`src/common/mips_pkg.sv`:
```
package mips_pkg;

    localparam int DATA_W = 32;
    localparam int REG_W  = 5;
    localparam int OPC_W  = 6;
    localparam int IMM_W  = 16;

    // Main opcodes
    localparam logic [OPC_W-1:0] OP_RTYPE = 6'h00;
    localparam logic [OPC_W-1:0] OP_BEQ   = 6'h04;
    localparam logic [OPC_W-1:0] OP_ADDI  = 6'h08;
    localparam logic [OPC_W-1:0] OP_SLTI  = 6'h0a;
    localparam logic [OPC_W-1:0] OP_ANDI  = 6'h0c;
    localparam logic [OPC_W-1:0] OP_ORI   = 6'h0d;
    localparam logic [OPC_W-1:0] OP_LB    = 6'h20;
    localparam logic [OPC_W-1:0] OP_LH    = 6'h21;
    localparam logic [OPC_W-1:0] OP_LW    = 6'h23;
    localparam logic [OPC_W-1:0] OP_SB    = 6'h28;
    localparam logic [OPC_W-1:0] OP_SH    = 6'h29;
    localparam logic [OPC_W-1:0] OP_SW    = 6'h2b;

    // R-type funct field
    localparam logic [OPC_W-1:0] FN_ADD = 6'h20;
    localparam logic [OPC_W-1:0] FN_SUB = 6'h22;
    localparam logic [OPC_W-1:0] FN_AND = 6'h24;
    localparam logic [OPC_W-1:0] FN_OR  = 6'h25;
    localparam logic [OPC_W-1:0] FN_SLT = 6'h2a;

    typedef struct packed {
        logic [OPC_W-1:0] opcode;
        logic [REG_W-1:0] rs;
        logic [REG_W-1:0] rt;
        logic [REG_W-1:0] rd;
        logic [4:0]       shamt;
        logic [OPC_W-1:0] funct;
    } r_fmt_t;

    typedef struct packed {
        logic [OPC_W-1:0] opcode;
        logic [REG_W-1:0] rs;
        logic [REG_W-1:0] rt;
        logic [IMM_W-1:0] imm;
    } i_fmt_t;

    // Same word seen as R-format or I-format
    typedef union packed {
        r_fmt_t r;
        i_fmt_t i;
    } instr_t;

    typedef enum logic [1:0] {
        ALU_ADD    = 2'b00,
        ALU_SUB    = 2'b01,
        ALU_FUNCT  = 2'b10,
        ALU_OPCODE = 2'b11
    } alu_op_t;

    typedef enum logic [1:0] {
        SIZE_BYTE = 2'b00,
        SIZE_HALF = 2'b01,
        SIZE_WORD = 2'b10
    } mem_size_t;

    typedef struct packed {
        logic    alu_src;
        alu_op_t alu_op;
        logic    reg_dst;
    } ex_ctrl_t;

    typedef struct packed {
        logic      branch;
        logic      mem_write;
        logic      mem_read;
        mem_size_t mem_size;
    } mem_ctrl_t;

    typedef struct packed {
        logic mem_to_reg;
        logic reg_write;
    } wb_ctrl_t;

    typedef struct packed {
        logic [DATA_W-1:0] pc4;
        instr_t            instr;
        logic [DATA_W-1:0] rd1;
        logic [DATA_W-1:0] rd2;
        logic [DATA_W-1:0] ext;
        logic [REG_W-1:0]  rt;
        logic [REG_W-1:0]  rd;
        ex_ctrl_t          ex;
        mem_ctrl_t         mem;
        wb_ctrl_t          wb;
    } id_ex_t;

    typedef struct packed {
        logic [DATA_W-1:0] alu_result;
        logic [REG_W-1:0]  wr_reg;
        logic [DATA_W-1:0] store_data;
        logic              branch_taken;
        logic [DATA_W-1:0] branch_target;
    } ex_result_t;

endpackage

```
`src/decode/decode_ctrl.sv`:
```
`timescale 1ns/100ps

module decode_ctrl
(
    input  mips_pkg::instr_t                i_instr,
    output mips_pkg::ex_ctrl_t              o_ex,
    output mips_pkg::mem_ctrl_t             o_mem,
    output mips_pkg::wb_ctrl_t              o_wb,
    output logic [mips_pkg::DATA_W-1:0]     o_ext
);

    logic [mips_pkg::IMM_W-1:0] imm;
    logic                       zero_ext;

    assign imm = i_instr.i.imm;

    // Logical immediates take zero extension
    assign zero_ext = (i_instr.i.opcode == mips_pkg::OP_ANDI) ||
                      (i_instr.i.opcode == mips_pkg::OP_ORI);

    assign o_ext = zero_ext ? {{(mips_pkg::DATA_W-mips_pkg::IMM_W){1'b0}}, imm}
                            : {{(mips_pkg::DATA_W-mips_pkg::IMM_W){imm[15]}}, imm};

    always_comb
    begin
        o_ex  = '0;
        o_mem = '0;
        o_wb  = '0;
        case (i_instr.r.opcode)
            mips_pkg::OP_RTYPE:
            begin
                o_ex.alu_op    = mips_pkg::ALU_FUNCT;
                o_ex.reg_dst   = 1'b1;
                o_wb.reg_write = 1'b1;
            end
            mips_pkg::OP_ADDI:
            begin
                o_ex.alu_src   = 1'b1;
                o_ex.alu_op    = mips_pkg::ALU_ADD;
                o_wb.reg_write = 1'b1;
            end
            mips_pkg::OP_ANDI, mips_pkg::OP_ORI, mips_pkg::OP_SLTI:
            begin
                o_ex.alu_src   = 1'b1;
                o_ex.alu_op    = mips_pkg::ALU_OPCODE;
                o_wb.reg_write = 1'b1;
            end
            mips_pkg::OP_LB, mips_pkg::OP_LH, mips_pkg::OP_LW:
            begin
                o_ex.alu_src    = 1'b1;
                o_ex.alu_op     = mips_pkg::ALU_ADD;
                o_mem.mem_read  = 1'b1;
                o_wb.mem_to_reg = 1'b1;
                o_wb.reg_write  = 1'b1;
                if (i_instr.r.opcode == mips_pkg::OP_LB)
                    o_mem.mem_size = mips_pkg::SIZE_BYTE;
                else if (i_instr.r.opcode == mips_pkg::OP_LH)
                    o_mem.mem_size = mips_pkg::SIZE_HALF;
                else
                    o_mem.mem_size = mips_pkg::SIZE_WORD;
            end
            mips_pkg::OP_SB, mips_pkg::OP_SH, mips_pkg::OP_SW:
            begin
                o_ex.alu_src    = 1'b1;
                o_ex.alu_op     = mips_pkg::ALU_ADD;
                o_mem.mem_write = 1'b1;
                if (i_instr.r.opcode == mips_pkg::OP_SB)
                    o_mem.mem_size = mips_pkg::SIZE_BYTE;
                else if (i_instr.r.opcode == mips_pkg::OP_SH)
                    o_mem.mem_size = mips_pkg::SIZE_HALF;
                else
                    o_mem.mem_size = mips_pkg::SIZE_WORD;
            end
            mips_pkg::OP_BEQ:
            begin
                o_ex.alu_op  = mips_pkg::ALU_SUB;
                o_mem.branch = 1'b1;
            end
            default:
            begin
                // Unknown opcode leaves a bubble
                o_ex = '0;
            end
        endcase
    end

endmodule

```
`src/decode/reg_file.sv`:
```
`timescale 1ns/100ps

module reg_file
(
    input  logic                            i_clk,
    input  logic                            i_arst_n,
    input  logic [mips_pkg::REG_W-1:0]      i_rs,
    input  logic [mips_pkg::REG_W-1:0]      i_rt,
    output logic [mips_pkg::DATA_W-1:0]     o_rd1,
    output logic [mips_pkg::DATA_W-1:0]     o_rd2,
    input  logic                            i_we,
    input  logic [mips_pkg::REG_W-1:0]      i_wr_reg,
    input  logic [mips_pkg::DATA_W-1:0]     i_wr_data
);

    logic [mips_pkg::DATA_W-1:0] regs [32];
    logic                        wr_en;

    // r0 is never written
    assign wr_en = i_we && (i_wr_reg != '0);

    function automatic logic [mips_pkg::DATA_W-1:0] read_port(
        input logic [mips_pkg::REG_W-1:0] addr
    );
        if (addr == '0)
            return '0;
        else if (wr_en && (i_wr_reg == addr))
            return i_wr_data;
        else
            return regs[addr];
    endfunction

    always_ff @(posedge i_clk or negedge i_arst_n)
    begin
        if (!i_arst_n)
        begin
            for (int i = 0; i < 32; i++)
                regs[i] <= '0;
        end
        else if (wr_en)
        begin
            regs[i_wr_reg] <= i_wr_data;
        end
    end

    // Write-through on both ports
    assign o_rd1 = read_port(i_rs);
    assign o_rd2 = read_port(i_rt);

endmodule

```
`src/execute/alu_exec.sv`:
```
`timescale 1ns/100ps

module alu_exec
(
    input  mips_pkg::id_ex_t        i_id_ex,
    output mips_pkg::ex_result_t    o_result
);

    localparam logic [2:0] ALU_FN_ADD = 3'd0;
    localparam logic [2:0] ALU_FN_SUB = 3'd1;
    localparam logic [2:0] ALU_FN_AND = 3'd2;
    localparam logic [2:0] ALU_FN_OR  = 3'd3;
    localparam logic [2:0] ALU_FN_SLT = 3'd4;

    logic [2:0]                  alu_fn;
    logic [mips_pkg::DATA_W-1:0] op_a;
    logic [mips_pkg::DATA_W-1:0] op_b;
    logic [mips_pkg::DATA_W-1:0] alu_out;

    // ALU control
    always_comb
    begin
        alu_fn = ALU_FN_ADD;
        case (i_id_ex.ex.alu_op)
            mips_pkg::ALU_ADD:
                alu_fn = ALU_FN_ADD;
            mips_pkg::ALU_SUB:
                alu_fn = ALU_FN_SUB;
            mips_pkg::ALU_FUNCT:
            begin
                case (i_id_ex.instr.r.funct)
                    mips_pkg::FN_SUB: alu_fn = ALU_FN_SUB;
                    mips_pkg::FN_AND: alu_fn = ALU_FN_AND;
                    mips_pkg::FN_OR:  alu_fn = ALU_FN_OR;
                    mips_pkg::FN_SLT: alu_fn = ALU_FN_SLT;
                    default:          alu_fn = ALU_FN_ADD;
                endcase
            end
            mips_pkg::ALU_OPCODE:
            begin
                case (i_id_ex.instr.i.opcode)
                    mips_pkg::OP_ANDI: alu_fn = ALU_FN_AND;
                    mips_pkg::OP_ORI:  alu_fn = ALU_FN_OR;
                    mips_pkg::OP_SLTI: alu_fn = ALU_FN_SLT;
                    default:           alu_fn = ALU_FN_ADD;
                endcase
            end
            default:
                alu_fn = ALU_FN_ADD;
        endcase
    end

    assign op_a = i_id_ex.rd1;
    assign op_b = i_id_ex.ex.alu_src ? i_id_ex.ext : i_id_ex.rd2;

    always_comb
    begin
        case (alu_fn)
            ALU_FN_SUB: alu_out = op_a - op_b;
            ALU_FN_AND: alu_out = op_a & op_b;
            ALU_FN_OR:  alu_out = op_a | op_b;
            ALU_FN_SLT: alu_out = ($signed(op_a) < $signed(op_b)) ? 32'd1 : 32'd0;
            default:    alu_out = op_a + op_b;
        endcase
    end

    assign o_result.alu_result = alu_out;
    assign o_result.wr_reg     = i_id_ex.ex.reg_dst ? i_id_ex.rd : i_id_ex.rt;
    assign o_result.store_data = i_id_ex.rd2;

    // beq resolves here, offset is in words
    assign o_result.branch_taken  = i_id_ex.mem.branch && (i_id_ex.rd1 == i_id_ex.rd2);
    assign o_result.branch_target = i_id_ex.pc4 + {i_id_ex.ext[mips_pkg::DATA_W-3:0], 2'b00};

endmodule

```
`src/logic/id_ex_reg.sv`:
```
`timescale 1ns/100ps

module id_ex_reg
(
    input  logic                i_clk,
    input  logic                i_arst_n,
    input  mips_pkg::id_ex_t    i_id,
    output mips_pkg::id_ex_t    o_ex
);

    // Whole decode bundle moves on every edge, no stall or flush
    always_ff @(posedge i_clk or negedge i_arst_n)
    begin
        if (!i_arst_n)
        begin
            // All-zero bundle is a bubble
            o_ex <= '0;
        end
        else
        begin
            o_ex.pc4   <= i_id.pc4;
            o_ex.instr <= i_id.instr;
            o_ex.rd1   <= i_id.rd1;
            o_ex.rd2   <= i_id.rd2;
            o_ex.ext   <= i_id.ext;
            o_ex.rt    <= i_id.rt;
            o_ex.rd    <= i_id.rd;

            // Control for EX, MEM and WB
            o_ex.ex    <= i_id.ex;
            o_ex.mem   <= i_id.mem;
            o_ex.wb    <= i_id.wb;
        end
    end

endmodule

```
`src/logic/mips_id_ex_top.sv`:
```
`timescale 1ns/100ps

module mips_id_ex_top
(
    input  logic                            i_clk,
    input  logic                            i_arst_n,
    input  mips_pkg::instr_t                i_instr,
    input  logic [mips_pkg::DATA_W-1:0]     i_pc4,
    input  logic                            i_wb_we,
    input  logic [mips_pkg::REG_W-1:0]      i_wb_reg,
    input  logic [mips_pkg::DATA_W-1:0]     i_wb_data,
    output mips_pkg::ex_result_t            o_result,
    output mips_pkg::mem_ctrl_t             o_mem_ctrl,
    output mips_pkg::wb_ctrl_t              o_wb_ctrl
);

    mips_pkg::ex_ctrl_t          dec_ex;
    mips_pkg::mem_ctrl_t         dec_mem;
    mips_pkg::wb_ctrl_t          dec_wb;
    logic [mips_pkg::DATA_W-1:0] dec_ext;
    logic [mips_pkg::DATA_W-1:0] rf_rd1;
    logic [mips_pkg::DATA_W-1:0] rf_rd2;
    mips_pkg::id_ex_t            id_bundle;
    mips_pkg::id_ex_t            ex_bundle;

    decode_ctrl u_decode_ctrl (
        .i_instr (i_instr),
        .o_ex    (dec_ex),
        .o_mem   (dec_mem),
        .o_wb    (dec_wb),
        .o_ext   (dec_ext)
    );

    reg_file u_reg_file (
        .i_clk     (i_clk),
        .i_arst_n  (i_arst_n),
        .i_rs      (i_instr.r.rs),
        .i_rt      (i_instr.r.rt),
        .o_rd1     (rf_rd1),
        .o_rd2     (rf_rd2),
        .i_we      (i_wb_we),
        .i_wr_reg  (i_wb_reg),
        .i_wr_data (i_wb_data)
    );

    // Decode bundle
    assign id_bundle.pc4   = i_pc4;
    assign id_bundle.instr = i_instr;
    assign id_bundle.rd1   = rf_rd1;
    assign id_bundle.rd2   = rf_rd2;
    assign id_bundle.ext   = dec_ext;
    assign id_bundle.rt    = i_instr.r.rt;
    assign id_bundle.rd    = i_instr.r.rd;
    assign id_bundle.ex    = dec_ex;
    assign id_bundle.mem   = dec_mem;
    assign id_bundle.wb    = dec_wb;

    id_ex_reg u_id_ex_reg (
        .i_clk    (i_clk),
        .i_arst_n (i_arst_n),
        .i_id     (id_bundle),
        .o_ex     (ex_bundle)
    );

    alu_exec u_alu_exec (
        .i_id_ex  (ex_bundle),
        .o_result (o_result)
    );

    assign o_mem_ctrl = ex_bundle.mem;
    assign o_wb_ctrl  = ex_bundle.wb;

endmodule

```
`config.mk`:
```
export PLATFORM = sky130hd
export DESIGN_NAME = mips_id_ex_top
export DESIGN_NICKNAME = d
export VERILOG_FILES = /design/src/common/mips_pkg.sv /design/src/decode/decode_ctrl.sv /design/src/decode/reg_file.sv /design/src/execute/alu_exec.sv /design/src/logic/id_ex_reg.sv /design/src/logic/mips_id_ex_top.sv
export SDC_FILE = /design/constraint.sdc
export NUM_CORES = 2
export LEC_CHECK = 0
export BUFFER_PORTS_ARGS = -buffer_cell sky130_fd_sc_hd__buf_2
export CAP_MARGIN = 30
export CORE_MARGIN = 4
export CORE_UTILIZATION = 30
export DETAILED_ROUTE_END_ITERATION = 7
export HOLD_SLACK_MARGIN = 0.08
export PLACE_DENSITY = 0.46
export SLEW_MARGIN = 15
export SYNTH_ARGS = -nofsm -noshare
export SYNTH_HDL_FRONTEND = slang
export SYNTH_SLANG_ARGS = --single-unit
```
`constraint.sdc`:
```
create_clock -name i_clk -period 4.8 [get_ports i_clk]
set_input_delay 0.48 -clock i_clk [delete_from_list [all_inputs] [get_ports i_clk]]
set_output_delay 0.48 -clock i_clk [all_outputs]
set_load 0.005 [all_outputs]
```
---- Yosys cells after proc, flatten, opt, wreduce, memory -nomap -nowiden ----
Cells that the tools add are included.
storage, ports and cells
  flip-flop bits (word level) ............. 1,204
  bits of input ports ..................... 104
  output and inout bits ................... 109
  word-level logic and storage cells ...... 137
operators by class
  $add $sub $neg .......................... 3
  order comparisons ....................... 5
  equal/unequal tests ..................... 28
  multiplexer cells ....................... 33
  bitwise gates (word level) .............. 5
  reductions and logical operators ........ 16
operators by type and width
  operator            number
  $bwmux 1024         1
  $mux 32             11
  $bmux 32 s5         2
  $demux 32 s5        1
  $pmux 32 s4         1
  $add 32x32->32      2
  $eq 6x6->1 const B  10
  $eq 6x4->1 const B  7
  $and 32x32->32      1
  $eq 32x32->1        1
  $lt 32x32->1        1
  $or 32x32->32       1
  $sub 32x32->32      1
  $pmux 3 s4          2
  $ge 6x6->1 const B  3
  $not 5->6           3
  $eq 5x5->1          2
  $logic_not 5->1     2
  $reduce_or 10->1    1
  $pmux 3 s3          1
  $reduce_or 3->1     3
  $mux 2              4
  $reduce_or 8->1     1
  $mux 1              7
  other kinds (15)    21

---- Longest topological paths before layout ----
  word-level depth ........................ 6
  gate-level depth with buffers ........... 16
  depth with buffers taken out ............ 14

---- By module ----
A second synthesis with hierarchy kept.
second synthesis, totals
  cells, all modules ...................... 5,399
  area, all modules ....................... 68,782.2 sq um
modules (own cells, without submodules)
  module       times used  cells an instance  area each (sq um)  seq. area each (sq um)
  reg_file     1           4,021              56,057.5           25,624.6
  alu_exec     1           1,133              7,768.7            0.0
  id_ex_reg    1           181                4,529.3            4,529.3
  decode_ctrl  1           64                 426.7              0.0

---- Least setup slack after synthesis ----
OpenSTA, ideal clock, no wires.
  kind .................................... register -> output
  start point ............................. reg u_id_ex_reg.o_ex[10] (netlist name)
  end point ............................... out o_result[96] (netlist name)
  arrival time ............................ 3,815 ps
  data required time ...................... 4,320 ps
  slack ................................... 505 ps
  stages on the path, launching flop included .. 16
  buffers on the path ..................... 2
  cell sequence ........................... dfrtp_1 > clkbuf_1 > clkbuf_1 > mux2i_1 > inv_1 > ha_1 > fa_1 > o21bai_1 > a211oi_1 > o2111ai_1 > nand2_1 > o41ai_2 > a311oi_1 > o311ai_1 > xor2_1 > o22ai_1
RTL lines
  what                RTL line              text
  start: declaration  id_ex_reg.sv:8        output mips_pkg::id_ex_t o_ex
  end: declaration    mips_id_ex_top.sv:12  output mips_pkg::ex_result_t o_result,

==> results.cfg <==
[drt]
drt.antenna.violating_nets = 0
drt_iter0_markers = 3539
drcViolationCount = 0
via_per_inst = 5.54
drt_pass1_iterations = 5
routed_wl_um = 228000
wl_per_cell_um = 29.5
vias = 42800

[die]
die_h_um = 475
design.core.area_um2 = 217000
fp-row-count = 171
io_pins = 213
initial_core_util_pct = 30.2
dieArea_um2 = 226000
die_width_um = 475

[logic_synthesis]
netlist_top_cells_area = dfrtp_1, mux4_2, mux2_2, ha_1, mux2i_1
yosysTopAreaCell = dfrtp_1
synth_cells = 4674
synth_nets = 4907
seq_area_frac_synth_pct = 44.2
avgSynthCellArea_um2 = 14.0
synth_edf_count = 0
async_reset_ff_share_pct = 100
synth-seq-cells = 1158
synth_common_cells = dfrtp_1, mux2_2, mux4_2, clkbuf_1, nor2_1
syn_area_um2 = 65500
synth_flop_cell = dfrtp_1
synth_cell_types = 83
yosysWarnings = 0
yosysMostFrequentCell = dfrtp_1
synth_top_area_share_pct = 44.2

[pwr]
power_density_nw_per_um2 = 433
switchingPower_mw = 10.2
p_sw_share_pct = 30.7
vdd_drop_max_uv = 341
p_int_mw = 23.0
p_comb_share_pct = 27.7
seqPwrFrac_pct = 39.2
clkPwrFrac_pct = 33.1
p_leak_nw = 32.5

[place]
port_buffers = 212
numPlacedInstances = 7390
dpl.hpwl_um = 141000
routabilityCongestion = 0.890
dp_slack_ns = 0.528

[grt]
grtUsageTotal_pct = 20.0
grt_max_degree = 128
grt_pass1_vias = 44600
overflow = 0
antenna_found_initial = 41
grt_pass1_wl_um = 328000

[sta]
grt_setup_unrepaired = true
timing.hold.ws_ns = 0.145
report.final.hold_viol_count = 0
clock.fmax_mhz = 211
fin_crit_ns = 4.75
relSlewSlack_pct = 26.3
finalCritPeriodShare_pct = 99.0
final_max_slew_viol_count = 0
fin_ws_ns = 0.0501
setup_violations = 0
skew_ns = 0.0297
worst_pin_slew_ns = 1.10
setup_tns_ns = 0

[cts]
clk_latency_ns = 0.82
clockRootBuffer = clkbuf_16
cts_inserted_buffers = 140
htree_num_levels = 4
clk_pin_slew_ns = 0.06
clock_sinks = 1158
clock_path_buffers = 3
cts_tree = built

[cells_and_area]
fillers = 20800
stdcell_count = 7732
multi_input_area_um2 = 35000
area_delta_synth_final_pct = 16.9
regArea_um2 = 29000
nets = 4993
utilization_pct = 35.3
final_layout_size_suffix_gt1_share_pct = 48.2

[critical_path]
crit_path_start_kind = register
critPathMaxFanout = 5
critical_path_arrival_ns = 4.27
criticalPathCategory = register to primary output
cp-end-kind = primary output
crit_required_ns = 4.32

[outcome]
status = finished clean

[flow_run]
drv_cap = 0

[worst_hold_path]
holdCritPathClass = input pin to register
kinds of logic after synthesis:
kind of cell    share of synthesized area (%)
mux                                      39.5
flops                                    44.2
buf+inv                                  3.91
compound gates                           5.28
simple gates                             3.31
fa+ha+maj                                2.50
xor+xnor                                 1.27
worst max-delay path, stage by stage, from the launching register on:
cell,delay [ns]
dfrtp_2,0.44
buf_12,0.15
bufbuf_16,0.28
mux2i_2,0.28
inv_1,0.08
ha_2,0.22
a2111o_1,0.39
a21oi_4,0.19
nor4_2,0.07
nor3_2,0.40
o31a_1,0.23
buf_4,0.12
nor2_1,0.03
a31oi_1,0.18
xor2_1,0.16
o22ai_1,0.09
buf_2,0.16
area by class of cell:
type	instances	share of cell area, %
Sequential cell	1158	37.8
Multi-Input combinational cell	2909	45.7
Inverter	104	0.520
Clock buffer	209	5.35
Antenna cell	8	0.0261
Timing Repair Buffer	447	5.10
Tap cell	2854	4.66
Clock inverter	43	0.814
final timing paths:
| check | to | start | slack, ns | depth (start not counted) |
|---|---|---|---|---|
| max in group asynchronous | u_reg_file.regs[652]$_DFFE_PN0P_ | i_arst_n | 3.24 | 3 |
| min in group asynchronous | u_id_ex_reg.o_ex[130]$_DFF_PN0_ | i_arst_n | 0.29 | 2 |
| max reg2reg | u_id_ex_reg.o_ex[53]$_DFF_PN0_ | u_reg_file.regs[928]$_DFFE_PN0P_ | 2.36 | 6 |
| min | u_id_ex_reg.o_ex[137]$_DFF_PN0_ | i_instr[20] | 0.15 | 1 |
| min reg2reg | u_reg_file.regs[1010]$_DFFE_PN0P_ | u_reg_file.regs[1010]$_DFFE_PN0P_ | 0.39 | 0 |
| max | o_result[97] | u_id_ex_reg.o_ex[10]$_DFF_PN0_ | 0.05 | 16 |
stage by stage:
| step | instance area, µm² | total power [mW] |
|---|---|---|
| after global routing | 76600 | 34.8 |
| after CTS | 76100 | 33.3 |
| after global placement | 69900 | 21.6 |
| final | 76600 | 33.2 |
| after detailed placement | 70200 | 21.7 |
| after floorplan | 65500 | 18.7 |
per-layer routing:
metal | up-vias | wire length, µm | track usage [%]
li1 | 17900 | - | -
met1 | 23200 | 101000 | 27.3
met2 | 1307 | 106000 | 32.0
met3 | 356 | 15100 | 4.62
met4 | 18 | 6370 | 5.63
met5 | - | 98 | 0
state kept, by name, indices dropped and copies added, names as in the netlist:
name	cells
u_reg_file.regs	1024
u_id_ex_reg.o_ex	134
power by group through the flow:
stage	Combinational [mW]	Clock [mW]	Sequential, mW
after floorplan	6.17	0	12.6
after global placement	8.54	0	13.0
after detailed placement	8.61	0	13.1
after CTS	8.99	11.3	13.0
after global routing	9.87	11.7	13.2
final	9.17	11.0	13.0
what timing repair did:
item,4_1_cts,5_1_grt
cloned,1,0
pin swaps,28,26
hold buffers,58,0
endpoints found under the hold margin,142,0
resized for setup,109,46
buffers inserted,5,14
setup endpoints to repair,15,17
cells in the final DEF, fill, tap and decap left out, drive strengths merged, types with 14 or more instances in the layout:
cell / count
a31oi: 18
xor2: 22
mux4: 597
nand2: 82
buf: 387
nor4: 14
clkbuf: 210
nor3: 20
nor2: 176
dlygate4sd3: 58
nand3: 24
nand4: 18
inv: 106
mux2: 997
a21o: 21
ha: 126
o21bai: 14
a211oi: 132
a21oi: 154
mux2i: 121
xnor2: 73
nor2b: 52
o22ai: 22
o21ai: 68
clkinv: 28
dfrtp: 1158
Power figures use the tool's default switching activity.
